===== config.mk =====
export PLATFORM = sky130hd
export DESIGN_NAME = u2_ctrl_top
export DESIGN_NICKNAME = d
export VERILOG_FILES = /design/src/rtl/u2_ctrl_pkg.sv /design/src/rtl/control_regs.sv /design/src/rtl/pic.sv /design/src/rtl/readback_mux.sv /design/src/rtl/settings_bus.sv /design/src/rtl/simple_timer.sv /design/src/rtl/u2_ctrl_top.sv /design/src/rtl/wb_slave_decode.sv
export SDC_FILE = /design/constraint.sdc
export NUM_CORES = 1
export LEC_CHECK = 0
export BUFFER_PORTS_ARGS = -buffer_cell sky130_fd_sc_hd__buf_2
export CORE_MARGIN = 10
export CORE_UTILIZATION = 44
export CTS_BUF_LIST = sky130_fd_sc_hd__clkbuf_16
export CTS_CLUSTER_SIZE = 25
export DETAILED_ROUTE_END_ITERATION = 12
export PLACE_DENSITY = 0.69
export SYNTH_ARGS = -nofsm -noshare
export SYNTH_HDL_FRONTEND = slang
export SYNTH_SLANG_ARGS = --single-unit
export TNS_END_PERCENT = 50

===== constraint.sdc =====
create_clock -name wb_clk -period 8.6 [get_ports wb_clk]
set_input_delay 2.58 -clock wb_clk [delete_from_list [all_inputs] [get_ports wb_clk]]
set_output_delay 2.58 -clock wb_clk [all_outputs]
set_load 0.02 [all_outputs]

===== src/rtl/u2_ctrl_pkg.sv =====
//////////////////////////////////////////////////
// Shared address map, setting addresses and widths
// for the control-plane subsystem on wb_clk
//////////////////////////////////////////////////

package u2_ctrl_pkg;

   // Bus widths
   localparam int DW       = 32;
   localparam int AW       = 16;
   localparam int DECODE_W = 6;

   // Slave windows, top address bits
   localparam logic [DECODE_W-1:0] SLV_RDBK_ADDR = 6'b110011;
   localparam logic [DECODE_W-1:0] SLV_SET_ADDR  = 6'b110101;
   localparam logic [DECODE_W-1:0] SLV_PIC_ADDR  = 6'b110110;

   typedef logic [7:0] set_addr_t;

   // Setting register addresses
   localparam set_addr_t SR_CLK      = 8'd0;
   localparam set_addr_t SR_SER      = 8'd1;
   localparam set_addr_t SR_ADC      = 8'd2;
   localparam set_addr_t SR_LED      = 8'd3;
   localparam set_addr_t SR_PHY      = 8'd4;
   localparam set_addr_t SR_LED_SRC  = 8'd8;
   // One-shot count at +0, period at +1
   localparam set_addr_t SR_SIMTIMER = 8'd198;

   localparam logic [7:0]    LED_SRC_RESET = 8'h1E;
   localparam logic [DW-1:0] COMPAT_NUM    = 32'd3;

   // Bit positions in the IRQ vector
   localparam int IRQ_ONETIME    = 1;
   localparam int IRQ_PHY        = 4;
   localparam int IRQ_CLK_STATUS = 11;
   localparam int IRQ_PERIODIC   = 12;

   // Three views of one control byte
   typedef struct packed {
      logic [2:0] rsvd;
      logic       clock_ready;
      logic [1:0] clk_en;
      logic [1:0] clk_sel;
   } clk_view_t;

   typedef struct packed {
      logic [3:0] rsvd;
      logic       enable;
      logic       prbsen;
      logic       loopen;
      logic       rx_en;
   } ser_view_t;

   typedef struct packed {
      logic [3:0] rsvd;
      logic       oe_a;
      logic       on_a;
      logic       oe_b;
      logic       on_b;
   } adc_view_t;

   typedef union packed {
      clk_view_t clk;
      ser_view_t ser;
      adc_view_t adc;
   } ctrl_byte_u;

endpackage


===== src/rtl/control_regs.sv =====
//////////////////////////////////////////////////
// Board control setting registers and the LED mux
//////////////////////////////////////////////////

`timescale 1ns/1ns

module control_regs (
   input  logic                       wb_clk,
   input  logic                       wb_rst,
   input  logic                       set_stb_i,
   input  u2_ctrl_pkg::set_addr_t     set_addr_i,
   input  logic [u2_ctrl_pkg::DW-1:0] set_data_i,
   input  logic                       clk_status_i,
   output logic [7:0]                 leds_o,
   output logic                       clock_ready_o,
   output logic [1:0]                 clk_en_o,
   output logic [1:0]                 clk_sel_o,
   output logic                       ser_enable_o,
   output logic                       ser_prbsen_o,
   output logic                       ser_loopen_o,
   output logic                       ser_rx_en_o,
   output logic                       adc_oe_a_o,
   output logic                       adc_on_a_o,
   output logic                       adc_oe_b_o,
   output logic                       adc_on_b_o,
   output logic                       phy_reset_n_o
);
   import u2_ctrl_pkg::*;

   ctrl_byte_u clk_byte, ser_byte, adc_byte;
   logic [7:0] led_sw, led_src, led_hw;
   logic       phy_rst;

   always_ff @(posedge wb_clk) begin
      if (wb_rst) begin
         clk_byte <= '0;
         ser_byte <= '0;
         adc_byte <= '0;
         led_sw   <= '0;
         led_src  <= LED_SRC_RESET;
         phy_rst  <= 1'b0;
      end else if (set_stb_i) begin
         case (set_addr_i)
            SR_CLK:     clk_byte <= set_data_i[7:0];
            SR_SER:     ser_byte <= set_data_i[7:0];
            SR_ADC:     adc_byte <= set_data_i[7:0];
            SR_LED:     led_sw   <= set_data_i[7:0];
            SR_PHY:     phy_rst  <= set_data_i[0];
            SR_LED_SRC: led_src  <= set_data_i[7:0];
            default:    ;
         endcase
      end
   end

   // Unpack each byte through its own view
   assign {clock_ready_o, clk_en_o, clk_sel_o} =
      {clk_byte.clk.clock_ready, clk_byte.clk.clk_en, clk_byte.clk.clk_sel};
   assign {ser_enable_o, ser_prbsen_o, ser_loopen_o, ser_rx_en_o} =
      {ser_byte.ser.enable, ser_byte.ser.prbsen, ser_byte.ser.loopen, ser_byte.ser.rx_en};
   assign {adc_oe_a_o, adc_on_a_o, adc_oe_b_o, adc_on_b_o} =
      {adc_byte.adc.oe_a, adc_byte.adc.on_a, adc_byte.adc.oe_b, adc_byte.adc.on_b};

   assign phy_reset_n_o = ~phy_rst;

   //////////////////////////////////////////////////
   // LEDs, source bit 1 selects hardware
   assign led_hw = {5'b0, clk_status_i, 2'b0};
   assign leds_o = (led_src & led_hw) | (~led_src & led_sw);

endmodule


===== src/rtl/pic.sv =====
//////////////////////////////////////////////////
// Edge-triggered interrupt controller, word 0 mask,
// word 1 pending with write-one-to-clear
//////////////////////////////////////////////////

`timescale 1ns/1ns

module pic (
   input  logic                       wb_clk,
   input  logic                       wb_rst,
   input  logic [2:0]                 adr_i,
   input  logic [u2_ctrl_pkg::DW-1:0] dat_i,
   input  logic                       we_i,
   input  logic                       stb_i,
   input  logic                       cyc_i,
   input  logic [u2_ctrl_pkg::DW-1:0] irq_i,
   output logic [u2_ctrl_pkg::DW-1:0] dat_o,
   output logic                       ack_o,
   output logic                       int_o
);
   import u2_ctrl_pkg::*;

   logic [DW-1:0] mask, pending, irq_d, rise, clr;
   logic          acc;

   assign acc  = stb_i & cyc_i & ~ack_o;
   assign rise = irq_i & ~irq_d;
   assign clr  = (acc && we_i && adr_i == 3'd1) ? dat_i : '0;

   // Previous IRQ levels for edge detect
   always_ff @(posedge wb_clk) begin
      irq_d <= irq_i;
   end

   always_ff @(posedge wb_clk) begin
      if (wb_rst) begin
         ack_o   <= 1'b0;
         mask    <= '0;
         pending <= '0;
         int_o   <= 1'b0;
      end else begin
         ack_o <= acc;
         if (acc && we_i && adr_i == 3'd0)
            mask <= dat_i;
         // A new edge wins over a clear in the same cycle
         pending <= (pending & ~clr) | rise;
         int_o   <= |(pending & mask);
      end
   end

   always_ff @(posedge wb_clk) begin
      if (acc) begin
         case (adr_i)
            3'd0:    dat_o <= mask;
            3'd1:    dat_o <= pending;
            default: dat_o <= '0;
         endcase
      end
   end

endmodule


===== src/rtl/readback_mux.sv =====
//////////////////////////////////////////////////
// Read-only status window with the cycle counter
//////////////////////////////////////////////////

`timescale 1ns/1ns

module readback_mux (
   input  logic                       wb_clk,
   input  logic                       wb_rst,
   input  logic [3:0]                 adr_i,
   input  logic                       stb_i,
   input  logic [u2_ctrl_pkg::DW-1:0] irq_i,
   input  logic                       sim_mode_i,
   input  logic [3:0]                 clock_divider_i,
   output logic [u2_ctrl_pkg::DW-1:0] dat_o,
   output logic                       ack_o
);
   import u2_ctrl_pkg::*;

   logic [DW-1:0] cycle_count;

   always_ff @(posedge wb_clk) begin
      if (wb_rst) begin
         cycle_count <= '0;
         ack_o       <= 1'b0;
      end else begin
         cycle_count <= cycle_count + 1'b1;
         ack_o       <= stb_i & ~ack_o;
      end
   end

   always_ff @(posedge wb_clk) begin
      case (adr_i)
         4'd9:    dat_o <= {sim_mode_i, 27'b0, clock_divider_i};
         4'd12:   dat_o <= COMPAT_NUM;
         4'd13:   dat_o <= irq_i;
         4'd15:   dat_o <= cycle_count;
         default: dat_o <= '0;
      endcase
   end

endmodule


===== src/rtl/settings_bus.sv =====
//////////////////////////////////////////////////
// Wishbone write to settings strobe, address and data
//////////////////////////////////////////////////

`timescale 1ns/1ns

module settings_bus (
   input  logic                       wb_clk,
   input  logic                       wb_rst,
   input  logic [u2_ctrl_pkg::AW-1:0] adr_i,
   input  logic [u2_ctrl_pkg::DW-1:0] dat_i,
   input  logic                       stb_i,
   input  logic                       we_i,
   output logic                       ack_o,
   output logic                       set_stb_o,
   output u2_ctrl_pkg::set_addr_t     set_addr_o,
   output logic [u2_ctrl_pkg::DW-1:0] set_data_o
);

   logic take;

   assign take = stb_i & ~ack_o;

   always_ff @(posedge wb_clk) begin
      if (wb_rst) begin
         ack_o     <= 1'b0;
         set_stb_o <= 1'b0;
      end else begin
         ack_o     <= take;
         // Reads ack but never strobe
         set_stb_o <= take & we_i;
      end
   end

   // Word address and data, held until the next access
   always_ff @(posedge wb_clk) begin
      if (take) begin
         set_addr_o <= adr_i[9:2];
         set_data_o <= dat_i;
      end
   end

endmodule


===== src/rtl/simple_timer.sv =====
//////////////////////////////////////////////////
// One-shot and periodic interrupt timer, set over
// the settings bus
//////////////////////////////////////////////////

`timescale 1ns/1ns

module simple_timer (
   input  logic                       wb_clk,
   input  logic                       wb_rst,
   input  logic                       set_stb_i,
   input  u2_ctrl_pkg::set_addr_t     set_addr_i,
   input  logic [u2_ctrl_pkg::DW-1:0] set_data_i,
   output logic                       onetime_int_o,
   output logic                       periodic_int_o
);
   import u2_ctrl_pkg::*;

   logic [DW-1:0] onetime_cnt;
   logic [DW-1:0] period, period_cnt;

   always_ff @(posedge wb_clk) begin
      if (wb_rst) begin
         onetime_cnt <= '0;
         period      <= '0;
         period_cnt  <= '0;
      end else begin
         // One-shot counts down to zero and stays there
         if (set_stb_i && set_addr_i == SR_SIMTIMER)
            onetime_cnt <= set_data_i;
         else if (onetime_cnt != '0)
            onetime_cnt <= onetime_cnt - 1'b1;

         // Periodic reloads from the period on each fire
         if (set_stb_i && set_addr_i == SR_SIMTIMER + 8'd1) begin
            period     <= set_data_i;
            period_cnt <= set_data_i;
         end else if (period != '0) begin
            if (period_cnt == 1)
               period_cnt <= period;
            else
               period_cnt <= period_cnt - 1'b1;
         end
      end
   end

   // Fires in the last cycle of the count
   assign onetime_int_o  = (onetime_cnt == 1);
   assign periodic_int_o = (period != '0) && (period_cnt == 1);

endmodule


===== src/rtl/u2_ctrl_top.sv =====
//////////////////////////////////////////////////
// Control-plane top level: Wishbone decoder, slaves,
// settings registers and the IRQ vector
//////////////////////////////////////////////////

`timescale 1ns/1ns

module u2_ctrl_top (
   input  logic                      wb_clk,
   input  logic                      wb_rst,
   input  logic [u2_ctrl_pkg::AW-1:0] wb_adr_i,
   input  logic [u2_ctrl_pkg::DW-1:0] wb_dat_i,
   input  logic                      wb_we_i,
   input  logic                      wb_cyc_i,
   input  logic                      wb_stb_i,
   output logic [u2_ctrl_pkg::DW-1:0] wb_dat_o,
   output logic                      wb_ack_o,
   output logic                      wb_err_o,
   output logic                      int_o,
   input  logic                      clk_status_i,
   input  logic                      phy_int_n_i,
   input  logic                      sim_mode_i,
   input  logic [3:0]                clock_divider_i,
   output logic [7:0]                leds_o,
   output logic                      clock_ready_o,
   output logic [1:0]                clk_en_o,
   output logic [1:0]                clk_sel_o,
   output logic                      ser_enable_o,
   output logic                      ser_prbsen_o,
   output logic                      ser_loopen_o,
   output logic                      ser_rx_en_o,
   output logic                      adc_oe_a_o,
   output logic                      adc_on_a_o,
   output logic                      adc_oe_b_o,
   output logic                      adc_on_b_o,
   output logic                      phy_reset_n_o
);
   import u2_ctrl_pkg::*;

   logic          rdbk_stb, rdbk_ack, set_stb, set_ack, pic_stb, pic_ack;
   logic [DW-1:0] rdbk_dat, pic_dat;
   logic          sb_stb;
   set_addr_t     sb_addr;
   logic [DW-1:0] sb_data;
   logic          onetime_int, periodic_int;
   logic [DW-1:0] irq;

   //////////////////////////////////////////////////
   // IRQ vector, sources not kept read as zero
   for (genvar i = 0; i < DW; i++) begin : g_irq
      assign irq[i] = (i == IRQ_ONETIME)    ? onetime_int  :
                      (i == IRQ_PHY)        ? phy_int_n_i  :
                      (i == IRQ_CLK_STATUS) ? clk_status_i :
                      (i == IRQ_PERIODIC)   ? periodic_int : 1'b0;
   end

   wb_slave_decode u_decode (
      .wb_clk(wb_clk), .wb_rst(wb_rst), .adr_i(wb_adr_i), .cyc_i(wb_cyc_i), .stb_i(wb_stb_i),
      .rdbk_ack_i(rdbk_ack), .rdbk_dat_i(rdbk_dat), .set_ack_i(set_ack),
      .pic_ack_i(pic_ack), .pic_dat_i(pic_dat),
      .rdbk_stb_o(rdbk_stb), .set_stb_o(set_stb), .pic_stb_o(pic_stb),
      .dat_o(wb_dat_o), .ack_o(wb_ack_o), .err_o(wb_err_o));

   settings_bus u_settings_bus (
      .wb_clk(wb_clk), .wb_rst(wb_rst), .adr_i(wb_adr_i), .dat_i(wb_dat_i),
      .stb_i(set_stb), .we_i(wb_we_i), .ack_o(set_ack),
      .set_stb_o(sb_stb), .set_addr_o(sb_addr), .set_data_o(sb_data));

   control_regs u_control_regs (
      .wb_clk(wb_clk), .wb_rst(wb_rst), .set_stb_i(sb_stb), .set_addr_i(sb_addr),
      .set_data_i(sb_data), .clk_status_i(clk_status_i), .leds_o(leds_o),
      .clock_ready_o(clock_ready_o), .clk_en_o(clk_en_o), .clk_sel_o(clk_sel_o),
      .ser_enable_o(ser_enable_o), .ser_prbsen_o(ser_prbsen_o),
      .ser_loopen_o(ser_loopen_o), .ser_rx_en_o(ser_rx_en_o),
      .adc_oe_a_o(adc_oe_a_o), .adc_on_a_o(adc_on_a_o),
      .adc_oe_b_o(adc_oe_b_o), .adc_on_b_o(adc_on_b_o), .phy_reset_n_o(phy_reset_n_o));

   simple_timer u_simple_timer (
      .wb_clk(wb_clk), .wb_rst(wb_rst), .set_stb_i(sb_stb), .set_addr_i(sb_addr),
      .set_data_i(sb_data), .onetime_int_o(onetime_int), .periodic_int_o(periodic_int));

   pic u_pic (
      .wb_clk(wb_clk), .wb_rst(wb_rst), .adr_i(wb_adr_i[4:2]), .dat_i(wb_dat_i),
      .we_i(wb_we_i), .stb_i(pic_stb), .cyc_i(wb_cyc_i), .irq_i(irq),
      .dat_o(pic_dat), .ack_o(pic_ack), .int_o(int_o));

   readback_mux u_readback_mux (
      .wb_clk(wb_clk), .wb_rst(wb_rst), .adr_i(wb_adr_i[5:2]), .stb_i(rdbk_stb),
      .irq_i(irq), .sim_mode_i(sim_mode_i), .clock_divider_i(clock_divider_i),
      .dat_o(rdbk_dat), .ack_o(rdbk_ack));

endmodule


===== src/rtl/wb_slave_decode.sv =====
//////////////////////////////////////////////////
// Single-master Wishbone decoder for three windows,
// unmapped windows are answered with err
//////////////////////////////////////////////////

`timescale 1ns/1ns

module wb_slave_decode (
   input  logic                      wb_clk,
   input  logic                      wb_rst,
   input  logic [u2_ctrl_pkg::AW-1:0] adr_i,
   input  logic                      cyc_i,
   input  logic                      stb_i,
   input  logic                      rdbk_ack_i,
   input  logic [u2_ctrl_pkg::DW-1:0] rdbk_dat_i,
   input  logic                      set_ack_i,
   input  logic                      pic_ack_i,
   input  logic [u2_ctrl_pkg::DW-1:0] pic_dat_i,
   output logic                      rdbk_stb_o,
   output logic                      set_stb_o,
   output logic                      pic_stb_o,
   output logic [u2_ctrl_pkg::DW-1:0] dat_o,
   output logic                      ack_o,
   output logic                      err_o
);
   import u2_ctrl_pkg::*;

   logic [DECODE_W-1:0] win;
   logic                rdbk_hit, set_hit, pic_hit;
   logic                req;

   assign win      = adr_i[AW-1 -: DECODE_W];
   assign rdbk_hit = (win == SLV_RDBK_ADDR);
   assign set_hit  = (win == SLV_SET_ADDR);
   assign pic_hit  = (win == SLV_PIC_ADDR);
   assign req      = cyc_i & stb_i;

   // Strobe goes to the matching slave only
   assign rdbk_stb_o = req & rdbk_hit;
   assign set_stb_o  = req & set_hit;
   assign pic_stb_o  = req & pic_hit;

   assign ack_o = rdbk_ack_i | set_ack_i | pic_ack_i;

   // Settings window is write-only and reads zero
   always_comb begin
      case (win)
         SLV_RDBK_ADDR: dat_o = rdbk_dat_i;
         SLV_PIC_ADDR:  dat_o = pic_dat_i;
         default:       dat_o = '0;
      endcase
   end

   // Error responder, same one-cycle rule as the slaves
   always_ff @(posedge wb_clk) begin
      if (wb_rst) begin
         err_o <= 1'b0;
      end else begin
         err_o <= req & ~(rdbk_hit | set_hit | pic_hit) & ~err_o;
      end
   end

endmodule


==> reports/qor.txt, run 1 <==
Register Area -> 0.00745 mm^2
Top delay family on crit path -> simple AND/OR/NAND/NOR gates
Nets -> 1655
CP Max Fanout -> 33
Leak -> 6.18 nW
GR Overflow Total -> 0
Pwr dens -> 243 mW/mm^2
Clock Sink Count -> 336
Worst EP required -> 6.02 ns
Syn avg cell area -> 9.39 um^2
Pin count of the biggest net entering global routing -> 119
Core Area -> 0.0317 mm^2
Vias in the first global route -> 11200
Arr. time, crit path -> 4.41 ns
CTS H-tree lvls -> 2
CTS root buf -> clkbuf_16
Placer Congestion -> 0.869
Initial antenna violation count -> 5
Clock latency on the worst-skew pair -> 0.52 ns
Max Cap Viol -> 0
Worst Path Buf+Inv -> 2
Mapped Nets -> 1579
Status -> complete, no violations
Fin crit share -> 0.812
Worst setup EP type -> output pin
Vias -> 11800
Synth Flop Type -> dfxtp_1
# rows -> 65
Multi-input logic area -> 0.00636 mm^2
Slowest CP cell -> nor2_2
Share of layout cells above drive strength 1 -> 0.128
Fmax -> 143 MHz
Cell Chain, Critical Path -> buf_2 > nand4b_1 > nor2_2 > a22o_1 > buf_2
Register area share after synthesis -> 0.524
Final core occ -> 0.512
Setup TNS -> 0 ns
Area delta synth->final -> 14.3%
Final max-slew violation count -> 0
Slew HR -> 0.181
Initial DRC count -> 1047
Die area -> 0.0399 mm^2
Final setup violating endpoints -> 0
DR WL/cell -> 19.8 um
WS Path Type -> in -> out
Worst vdd ir -> 0.187 mV
Slew @ Worst Pin -> 1.23 ns
Post-CTS Setup Bufs -> 0
Die height -> 200 um
IO Pins -> 117
DP HPWL -> 27.8 mm
Yosys reg bits -> 336
Synthesized area -> 0.0142 mm^2
Final Critical Period -> 6.99 ns
Router iterations before antenna repair -> 5
Post-synth EDFFs -> 72
Die span in x -> 200 um
CTS tree -> yes
Post-route antenna net violation count -> 0
Fillers -> 2922
Initial Util -> 0.448
Element type at the critical path start -> input pin
CTS max path bufs -> 3
Final hold violation count -> 0
Clk slew on worst S/H paths -> 0.06 ns
Max stage delay on crit path -> 0.98 ns
Synth async-reset ratio -> 0
# DRC -> 0
Most used cell, CP -> buf_2
Hold buffers post-CTS -> 0
CTS Buf Count -> 35
Cell variety after synth -> 67
Clk_skew -> 0.0197 ns
RSZ-0062 raised after global routing -> no
HP Class -> reg -> reg
First-pass GRT wire length -> 62.3 mm
Yosys warns -> 0
Post-CTS sizing -> 0
Total Routing Usage GR -> 0.196
Synth Instances -> 1513
Avg Vias per Cell -> 5.86
Routed WL -> 40.0 mm
PortBufs -> 114
## power breakdown
| group | total, mW | switching (mW) | internal (mW) |
|---|---|---|---|
| clock network | 1.52 | 0.618 | 0.899 |
| logic | 0.666 | 0.418 | 0.248 |
| registers | 1.76 | 0.0770 | 1.68 |
## layer usage
| metal | vias to the layer above | global-route usage | routed length, um |
|---|---|---|---|
| li1 | 5627 | - | - |
| met1 | 5769 | 0.261 | 17600 |
| met2 | 389 | 0.322 | 19200 |
| met3 | 49 | 0.0387 | 2500 |
| met4 | 4 | 0.0437 | 702 |
| met5 | - | 0 | 21 |
## per-stage QoR
stage	hold WS, ns	power (mW)	cell area (um^2)	worst slack [ns]	std cells
5_1_grt	0.454	4.11	16200	1.43	2018
3_3_place_gp	0.411	2.42	15100	1.68	1954
4_1_cts	0.429	3.95	16200	1.61	2017
2_1_floorplan	0.391	2.28	14200	1.20	1513
6_report	0.421	3.94	16200	1.61	2020
3_5_place_dp	0.421	2.44	15100	1.62	1954
## worst paths after layout
| kind | startpoint | end | slack [ns] | cells past startpoint |
|---|---|---|---|---|
| setup / recovery | wb_adr_i[13] | wb_dat_o[0] | 1.61 | 5 |
| hold / removal | u_readback_mux.ack_o$_SDFF_PP0_ | u_readback_mux.ack_o$_SDFF_PP0_ | 0.42 | 1 |
| setup reg to reg | u_simple_timer.period_cnt[0]$_SDFFE_PP0P_ | u_readback_mux.dat_o[12]$_DFF_P_ | 5.62 | 7 |
| hold reg to reg | u_readback_mux.ack_o$_SDFF_PP0_ | u_readback_mux.ack_o$_SDFF_PP0_ | 0.42 | 1 |
## placed cells by master, fill, tap and decap left out, drive strengths merged, types with 9 or more instances in the layout
master	n
dfxtp	264
nand2	196
nor2	150
a21oi	145
buf	131
edfxtp	72
a22o	69
nor3	38
clkbuf	37
nand2b	36
nor4	34
mux2i	30
nand3	29
o21ai	29
xor2	29
and2	26
a211oi	26
xnor2	24
inv	24
nand4	23
or3	17
o211ai	16
clkinv	14
a21boi	13
nor2b	12
and3	12
o22ai	10
a22oi	9
## sequential cells by signal (all words and copies together), names as in the netlist, 4 cells and up
name / flops
u_settings_bus.set_data_o: 32
u_control_regs.clk_byte: 5
u_control_regs.adc_byte: 4
u_control_regs.ser_byte: 4
u_readback_mux.cycle_count: 32
u_settings_bus.set_addr_o: 8
u_pic.pending: 32
u_pic.irq_d: 4
u_simple_timer.onetime_cnt: 32
u_control_regs.led_sw: 8
u_pic.mask: 32
u_readback_mux.dat_o: 32
u_pic.dat_o: 32
u_simple_timer.period: 32
u_control_regs.led_src: 8
u_simple_timer.period_cnt: 32
## cell usage after synthesis (7+ instances only)
master	number	area share
a211oi_1	24	0.013
a21boi_0	13	0.0069
a21oi_1	145	0.051
a22o_1	69	0.043
a22oi_1	9	0.0048
and2_1	25	0.011
and3_1	12	0.0053
clkbuf_1	78	0.021
dfxtp_1	264	0.37
edfxtp_1	72	0.15
inv_1	16	0.0042
mux2i_1	30	0.021
nand2_1	195	0.052
nand2b_1	36	0.016
nand3_1	29	0.010
nand4_1	23	0.010
nor2_1	150	0.040
nor2b_1	12	0.0053
nor3_1	36	0.013
nor4_1	28	0.012
o211ai_1	16	0.0085
o21ai_0	29	0.010
o22ai_1	10	0.0044
or3_1	17	0.0075
or4_1	7	0.0037
xnor2_1	24	0.015
xor2_1	29	0.018
## layout make-up
class / instances / area share
Antenna cell: 3 / 0.000462
Clock buffer: 37 / 0.0570
Clock inverter: 26 / 0.0140
Inverter: 16 / 0.00370
Multi-Input combinational cell: 1069 / 0.392
Sequential cell: 336 / 0.459
Tap cell: 402 / 0.0310
Timing Repair Buffer: 131 / 0.0434
## cell families after synthesis
kind of cell	Yosys count	synth area share
buf+inv	108	0.0306
compound gates	372	0.176
mux	31	0.0219
flops	336	0.524
xor+xnor	53	0.0327
simple gates	607	0.210
fa+ha+maj	6	0.00528
## worst register-to-register path, delay by kind of cell (launching register included)
kind,cells,cell delay (ns)
and+or+nand+nor,5,2.14
DFF,1,0.42
AOI/OAI and AO/OA,1,0.18
adders and majority gates,1,0.17
Power figures use the tool's default switching activity.
==> inputs of run 2 (changes only) <==
--- a/config.mk
+++ b/config.mk
@@ -5,13 +5,14 @@
 export SDC_FILE = /design/constraint.sdc
 export NUM_CORES = 1
 export LEC_CHECK = 0
+export ABC_AREA = 1
 export BUFFER_PORTS_ARGS = -buffer_cell sky130_fd_sc_hd__buf_2
 export CORE_MARGIN = 10
 export CORE_UTILIZATION = 44
 export CTS_BUF_LIST = sky130_fd_sc_hd__clkbuf_16
 export CTS_CLUSTER_SIZE = 25
 export DETAILED_ROUTE_END_ITERATION = 12
-export PLACE_DENSITY = 0.69
+export PLACE_DENSITY = 0.68
 export SYNTH_ARGS = -nofsm -noshare
 export SYNTH_HDL_FRONTEND = slang
 export SYNTH_SLANG_ARGS = --single-unit
==> constraint.sdc (replaced) <==
create_clock -name wb_clk -period 6.5 [get_ports wb_clk]
set_input_delay 1.95 -clock wb_clk [delete_from_list [all_inputs] [get_ports wb_clk]]
set_output_delay 1.95 -clock wb_clk [all_outputs]
set_load 0.02 [all_outputs]
==> reports/qor.txt, run 2 <==
Post-Place Cell Area -> 0.0165 mm^2 (+9.7%)
Syn avg cell area -> 7.20 um^2 (-23%)
Placer Congestion -> 0.951 (+9.5%)
CTS root buf -> clkbuf_16
Commonest cells in the netlist -> nand2_1 (470), nor2_1 (329), inv_1 (281)
Register area share after synthesis -> 0.476 (-0.0482)
Final instance area -> 0.0177 mm^2 (+9.3%)
Post-synth EDFFs -> 72 (unchanged)
Die area -> 0.0435 mm^2 (+9.1%)
# rows -> 68 (+4.6%)
Clk_skew -> 0.0128 ns (-0.00685 ns)
CTS max path bufs -> 3 (unchanged)
DP HPWL -> 34.7 mm (+25%)
Final max-slew violation count -> 0 (unchanged)
CTS Buf Count -> 37 (+5.7%)
# DRC -> 0 (unchanged)
Share of layout cells above drive strength 1 -> 0.0976 (-0.0306)
Hold buffers post-CTS -> 0 (unchanged)
IO Pins -> 117 (unchanged)
Initial antenna violation count -> 3 (-2)
Slew HR -> 0.185 (+0.00409)
Total power -> 5.54 mW (+41%)
Core Area -> 0.0348 mm^2 (+9.7%)
Final hold violation count -> 0 (unchanged)
Clock Sink Count -> 336 (unchanged)
Initial DRC count -> 1463 (+40%)
Multi-input logic area -> 0.00679 mm^2 (+6.7%)
Max Cap Viol -> 0 (unchanged)
Area delta synth->final -> 13.5%
Die height -> 209 um (+4.4%)
First-pass GRT wire length -> 74.1 mm (+19%)
CP Max Fanout -> 33 (unchanged)
Element type at the critical path start -> input pin
RSZ-0062 raised after global routing -> no
Synth Flop Type -> dfxtp_1
Synth Instances -> 2173 (+44%)
Most frequent cells in the layout -> nand2_1 (470), nor2_1 (328), inv_1 (287)
Total Routing Usage GR -> 0.208 (+0.0119)
Largest cells by area after synthesis -> dfxtp_1 (34%), edfxtp_1 (14%), nand2_1 (11%)
Post-route antenna net violation count -> 0 (unchanged)
Setup TNS -> 0 ns (unchanged)
Avg Vias per Cell -> 5.36 (-8.6%)
Routed WL -> 47.8 mm (+19%)
Initial Util -> 0.450 (+0.00167)
Yosys warns -> 0 (unchanged)
Post-synth top area cell -> dfxtp_1
Router iterations before antenna repair -> 6 (+1)
Fmax -> 191 MHz
Status -> complete, no violations
Vias -> 14700 (+24%)
HP Class -> reg -> reg
Clock latency on the worst-skew pair -> 0.53 ns (about the same)
Worst setup EP type -> output pin
Pin count of the biggest net entering global routing -> 96 (-19%)
PortBufs -> 114 (unchanged)
Slew @ Worst Pin -> 1.22 ns (-0.00776 ns)
Final setup violating endpoints -> 0 (unchanged)
CTS H-tree lvls -> 2 (unchanged)
GR Overflow Total -> 0 (unchanged)
CTS tree -> yes
Synthesized area -> 0.0156 mm^2 (+10%)
Vias in the first global route -> 13500 (+21%)
Pwr dens -> 312 mW/mm^2 (+29%)
Share of the synthesized area in the top cell type -> 0.338 (-0.0342)
Synth async-reset ratio -> 0 (unchanged)
Die span in x -> 209 um (+4.4%)
Yosys reg bits -> 336 (unchanged)
Worst EP required -> 4.55 ns (-1.47 ns)
Mapped Nets -> 2239 (+42%)
Clk slew on worst S/H paths -> 0.05 ns (about the same)
Leak -> 7.19 nW (+16%)
WS Path Type -> in -> out
Register Area -> 0.00745 mm^2 (unchanged)
Nets -> 2323 (+40%)
Post-CTS sizing -> 0 (unchanged)
Fin crit share -> 0.804
Fillers -> 3373 (+15%)
Cell with the most instances after synthesis -> nand2_1
Cell variety after synth -> 39 (-42%)
DR WL/cell -> 17.4 um (-12%)
Final Critical Period -> 5.22 ns
Post-CTS Setup Bufs -> 0 (unchanged)
Most common cell after layout, fill and taps aside -> nand2_1
Arr. time, crit path -> 3.27 ns (-1.14 ns)
Worst vdd ir -> 0.221 mV (+18%)
[run 2: cell count changes after synthesis, sizes merged, moves of 25 or more]
cell    delta
nand3    +130
nand2b    -36
a22o      -69
nor2     +195
a211oi    -25
inv      +273
and2      -26
nand2    +280
o22ai     +26
mux2i     -28
o21ai    +121
nor4      -28
[run 2: routing by layer]
layer | global-route usage | wire length, um | part of all wire | vias up
met5 | 0 | 12 | 0.00025 | -
met4 | 0.0589 | 1180 | 0.025 | 2
met3 | 0.0359 | 3660 | 0.077 | 74
met2 | 0.322 | 21100 | 0.44 | 521
met1 | 0.291 | 21800 | 0.46 | 6860
li1 | - | - | - | 7229
[run 2: cell type report]
type,count,area share
diodes,2,0.000282
well taps,455,0.0321
clock buffers,37,0.0522
multi-input cells,1470,0.383
clock inverters,30,0.0159
flip-flops and latches,336,0.420
repair buffers,123,0.0361
inverters,289,0.0613
[run 2: logic make-up after synthesis]
| family | share of synthesized area |
|---|---|
| AND/OR/NAND/NOR | 0.292 |
| AO/OA/AOI/OAI | 0.125 |
| buffers and inverters | 0.0904 |
| flip-flops | 0.476 |
| XOR/XNOR | 0.0101 |
| adder cells (fa/ha/maj) | 0.00480 |
| multiplexers | 0.00128 |
[run 2: power breakdown]
group / internal, mW / switching (mW)
clock: 1.24 / 0.866
sequential: 2.21 / 0.0841
combinational: 0.376 / 0.760
total: 3.83 / 1.71
[run 2: path summary, 6_finish.rpt]
kind                                  start                          to  slack [ns]  cells past startpoint
setup / recovery               wb_adr_i[13]                wb_dat_o[26]        1.28                      9
hold reg to reg   u_decode.err_o$_SDFF_PP0_   u_decode.err_o$_SDFF_PP0_        0.41                      1
setup reg to reg     u_pic.ack_o$_SDFF_PP0_  u_pic.mask[2]$_SDFFE_PP0P_        3.70                      7
hold / removal    u_decode.err_o$_SDFF_PP0_   u_decode.err_o$_SDFF_PP0_        0.41                      1
[run 2: critical path, cell delays in order]
cell and delay [ns]:
buf_2 0.10, inv_1 0.04, nand2_1 0.06, nor2_1 0.09
nand2_1 0.09, inv_2 0.44, nand2_1 0.14, o21ai_0 0.14
buf_2 0.22
[run 2: metrics by stage]
step | hold WS, ns | utilization | setup WS [ns] | instances
2_1_floorplan | 0.401 | - | 1.62 | 2173
3_3_place_gp | 0.407 | 0.475 | 1.38 | 2673
3_5_place_dp | 0.410 | 0.475 | 1.33 | 2673
4_1_cts | 0.418 | 0.510 | 1.29 | 2740
5_1_grt | 0.456 | 0.510 | 1.09 | 2740
6_report | 0.411 | 0.510 | 1.28 | 2742
==> inputs of run 3 (changes only) <==
--- a/config.mk
+++ b/config.mk
@@ -5,14 +5,14 @@
 export SDC_FILE = /design/constraint.sdc
 export NUM_CORES = 1
 export LEC_CHECK = 0
-export ABC_AREA = 1
+export ABC_AREA = 0
 export BUFFER_PORTS_ARGS = -buffer_cell sky130_fd_sc_hd__buf_2
 export CORE_MARGIN = 10
 export CORE_UTILIZATION = 44
 export CTS_BUF_LIST = sky130_fd_sc_hd__clkbuf_16
 export CTS_CLUSTER_SIZE = 25
 export DETAILED_ROUTE_END_ITERATION = 12
-export PLACE_DENSITY = 0.68
+export PLACE_DENSITY = 0.71
 export SYNTH_ARGS = -nofsm -noshare
 export SYNTH_HDL_FRONTEND = slang
 export SYNTH_SLANG_ARGS = --single-unit
==> constraint.sdc (replaced) <==
create_clock -name wb_clk -period 4.3 [get_ports wb_clk]
set_input_delay 1.29 -clock wb_clk [delete_from_list [all_inputs] [get_ports wb_clk]]
set_output_delay 1.29 -clock wb_clk [all_outputs]
set_load 0.02 [all_outputs]
==> reports/qor.txt, run 3 (synthesized netlist as in run 1, its figures left out) <==
# rows -> 65 (-4.4%)
Final setup violating endpoints -> 0 (unchanged)
Post-route antenna net violation count -> 0 (unchanged)
Area delta synth->final -> 13.9%
Fmax -> 259 MHz
Share of layout cells above drive strength 1 -> 0.131 (+0.0331)
CTS root buf -> clkbuf_16
IO Pins -> 117 (unchanged)
CTS Buf Count -> 35 (-5.4%)
Vias in the first global route -> 11000 (-19%)
Post-CTS sizing -> 0 (unchanged)
Setup TNS -> 0 ns (unchanged)
Fin crit share -> 0.898
Initial Util -> 0.448 (-0.00167)
# DRC -> 0 (unchanged)
Element type at the critical path start -> input pin
Die height -> 200 um (-4.3%)
Logic pwr share -> 0.174 (-0.031)
Max stage delay on crit path -> 0.33 ns (-0.11 ns)
Final max-slew violation count -> 0 (unchanged)
Most frequent cells in the layout -> dfxtp_1 (264), nand2_1 (195), nor2_1 (148)
Core Area -> 0.0317 mm^2 (-8.9%)
Arr. time, crit path -> 2.57 ns (-0.70 ns)
Clk pwr share -> 0.359 (-0.021)
Max Cap Viol -> 0 (unchanged)
Vias -> 11800 (-20%)
Hold Startpoint -> u_readback_mux.ack_o$_SDFF_PP0_
Reg2reg path depth -> 8 (+1)
CTS H-tree lvls -> 2 (unchanged)
Top delay family on crit path -> buffers and inverters
Final hold violation count -> 0 (unchanged)
Most used cell, CP -> buf_2
CTS tree -> yes
Clock latency on the worst-skew pair -> 0.51 ns (-0.02 ns)
FF-to-FF setup slack -> 1.48 ns (-2.22 ns)
Routed WL -> 39.8 mm (-17%)
WS Path Type -> in -> out
CP Max Fanout -> 33 (unchanged)
Status -> complete, no violations
Nets -> 1663 (-28%)
PortBufs -> 114 (unchanged)
Die area -> 0.0399 mm^2 (-8.3%)
Worst Path Buf+Inv -> 3 (-1)
Placer Congestion -> 0.891 (-6.3%)
Worst r2r dst -> u_simple_timer.period_cnt[0]$_SDFFE_PP0P_
DR WL/cell -> 19.6 um (+13%)
First-pass GRT wire length -> 61.4 mm (-17%)
Worst setup EP type -> output pin
Slowest CP cell -> buf_4
Cell Chain, Critical Path -> buf_2 > nand4b_1 > nor2_2 > buf_4 > a22o_1 > buf_2
CTS max path bufs -> 3 (unchanged)
Clock Sink Count -> 336 (unchanged)
Worst vdd ir -> 0.294 mV (+33%)
Worst hold endpoint -> u_readback_mux.ack_o$_SDFF_PP0_
Die span in x -> 200 um (-4.3%)
Hold path cells -> 1 (unchanged)
HP Class -> reg -> reg
Total Routing Usage GR -> 0.195 (-0.0135)
Clk_skew -> 0.0112 ns (-0.00156 ns)
FF-to-FF Start -> u_simple_timer.period_cnt[0]$_SDFFE_PP0P_
Switching part of the total -> 0.288 (-0.0204)
Leak -> 6.16 nW (-14%)
Pin count of the biggest net entering global routing -> 70 (-27%)
RSZ-0062 raised after global routing -> no
GR Overflow Total -> 0 (unchanged)
Pint -> 5.38 mW (+40%)
Initial antenna violation count -> 9 (+6)
Clk slew on worst S/H paths -> 0.06 ns (about the same)
Worst EP required -> 3.01 ns (-1.54 ns)
Hold buffers post-CTS -> 0 (unchanged)
P_sw -> 2.18 mW (+27%)
Avg Vias per Cell -> 5.80 (+8.4%)
Setup ws final -> 0.438 ns (-0.839 ns)
Initial DRC count -> 1010 (-31%)
Router iterations before antenna repair -> 5 (-1)
Pre-CTS setup slack -> 0.454 ns (-0.878 ns)
Pwr dens -> 467 mW/mm^2 (+50%)
Slew @ Worst Pin -> 1.01 ns (-0.211 ns)
Sequential share of power -> 0.466 (+0.051)
Post-CTS Setup Bufs -> 0 (unchanged)
Slew HR -> 0.328 (+0.143)
Most common cell after layout, fill and taps aside -> dfxtp_1
DP HPWL -> 28.0 mm (-19%)
Final Critical Period -> 3.86 ns
-- run 3: cell count changes in the layout (fill, tap and decap cells not counted), sizes merged, moves of 28 or more --
cell,before,now
a22o,0,69
inv,300,26
mux2i,2,30
nand2,476,196
nand2b,0,36
nand3,159,29
nor2,345,150
nor4,6,34
o21ai,150,29
-- run 3: worst max path at each step --
stage / slack, ns / endpoint / start / cells after the start
after floorplan: 0.25 / u_settings_bus.set_addr_o[0]$_DFFE_PP_ / wb_adr_i[13] / 3
after global placement: 0.48 / wb_dat_o[6] / wb_adr_i[13] / 6
after detailed placement: 0.45 / wb_dat_o[7] / wb_adr_i[13] / 6
after CTS: 0.44 / wb_dat_o[7] / wb_adr_i[13] / 6
after global routing: 0.38 / wb_dat_o[7] / wb_adr_i[13] / 6
final: 0.44 / wb_dat_o[7] / wb_adr_i[13] / 6
-- run 3: layout make-up --
cell class | instances | area (um^2)
Inverter | 16 | 60.1
Tap cell | 402 | 503
Clock buffer | 36 | 901
Fill cell | 2884 | 15500
Sequential cell | 336 | 7450
Multi-Input combinational cell | 1069 | 6380
Timing Repair Buffer | 139 | 764
Antenna cell | 7 | 17.5
Clock inverter | 26 | 115
-- run 3: per-layer routing --
metal	routed length, um	global-route usage
met3	2580	0.0382
met5	39	0
met2	18200	0.298
met1	17700	0.264
met4	1330	0.0799
-- run 3: power groups by stage --
stage | clock, mW | sequential, mW | combinational, mW
2_1_floorplan | 0 | 3.55 | 1.01
3_3_place_gp | 0 | 3.57 | 1.26
3_5_place_dp | 0 | 3.59 | 1.28
4_1_cts | 2.76 | 3.52 | 1.29
5_1_grt | 2.90 | 3.54 | 1.46
6_report | 2.72 | 3.53 | 1.32
-- run 3: worst reg2reg max path, stage by stage (launching register included) --
cell and delay (ns):
dfxtp_1 0.41, ha_1 0.17, nor4b_1 0.49, nand4_1 0.26, nor4_1 0.75, buf_4 0.27, nor3_1 0.05, a211oi_1 0.19
o31ai_1 0.09
-- run 3: metrics by stage --
step / util / area [um^2] / hold slack [ns] / total power [mW] / instances
2_1_floorplan: - / 14200 / 0.391 / 4.56 / 1513
3_3_place_gp: 0.478 / 15200 / 0.404 / 4.84 / 1962
3_5_place_dp: 0.478 / 15200 / 0.426 / 4.87 / 1962
4_1_cts: 0.510 / 16200 / 0.435 / 7.57 / 2024
5_1_grt: 0.510 / 16200 / 0.464 / 7.90 / 2028
6_report: 0.510 / 16200 / 0.426 / 7.56 / 2031
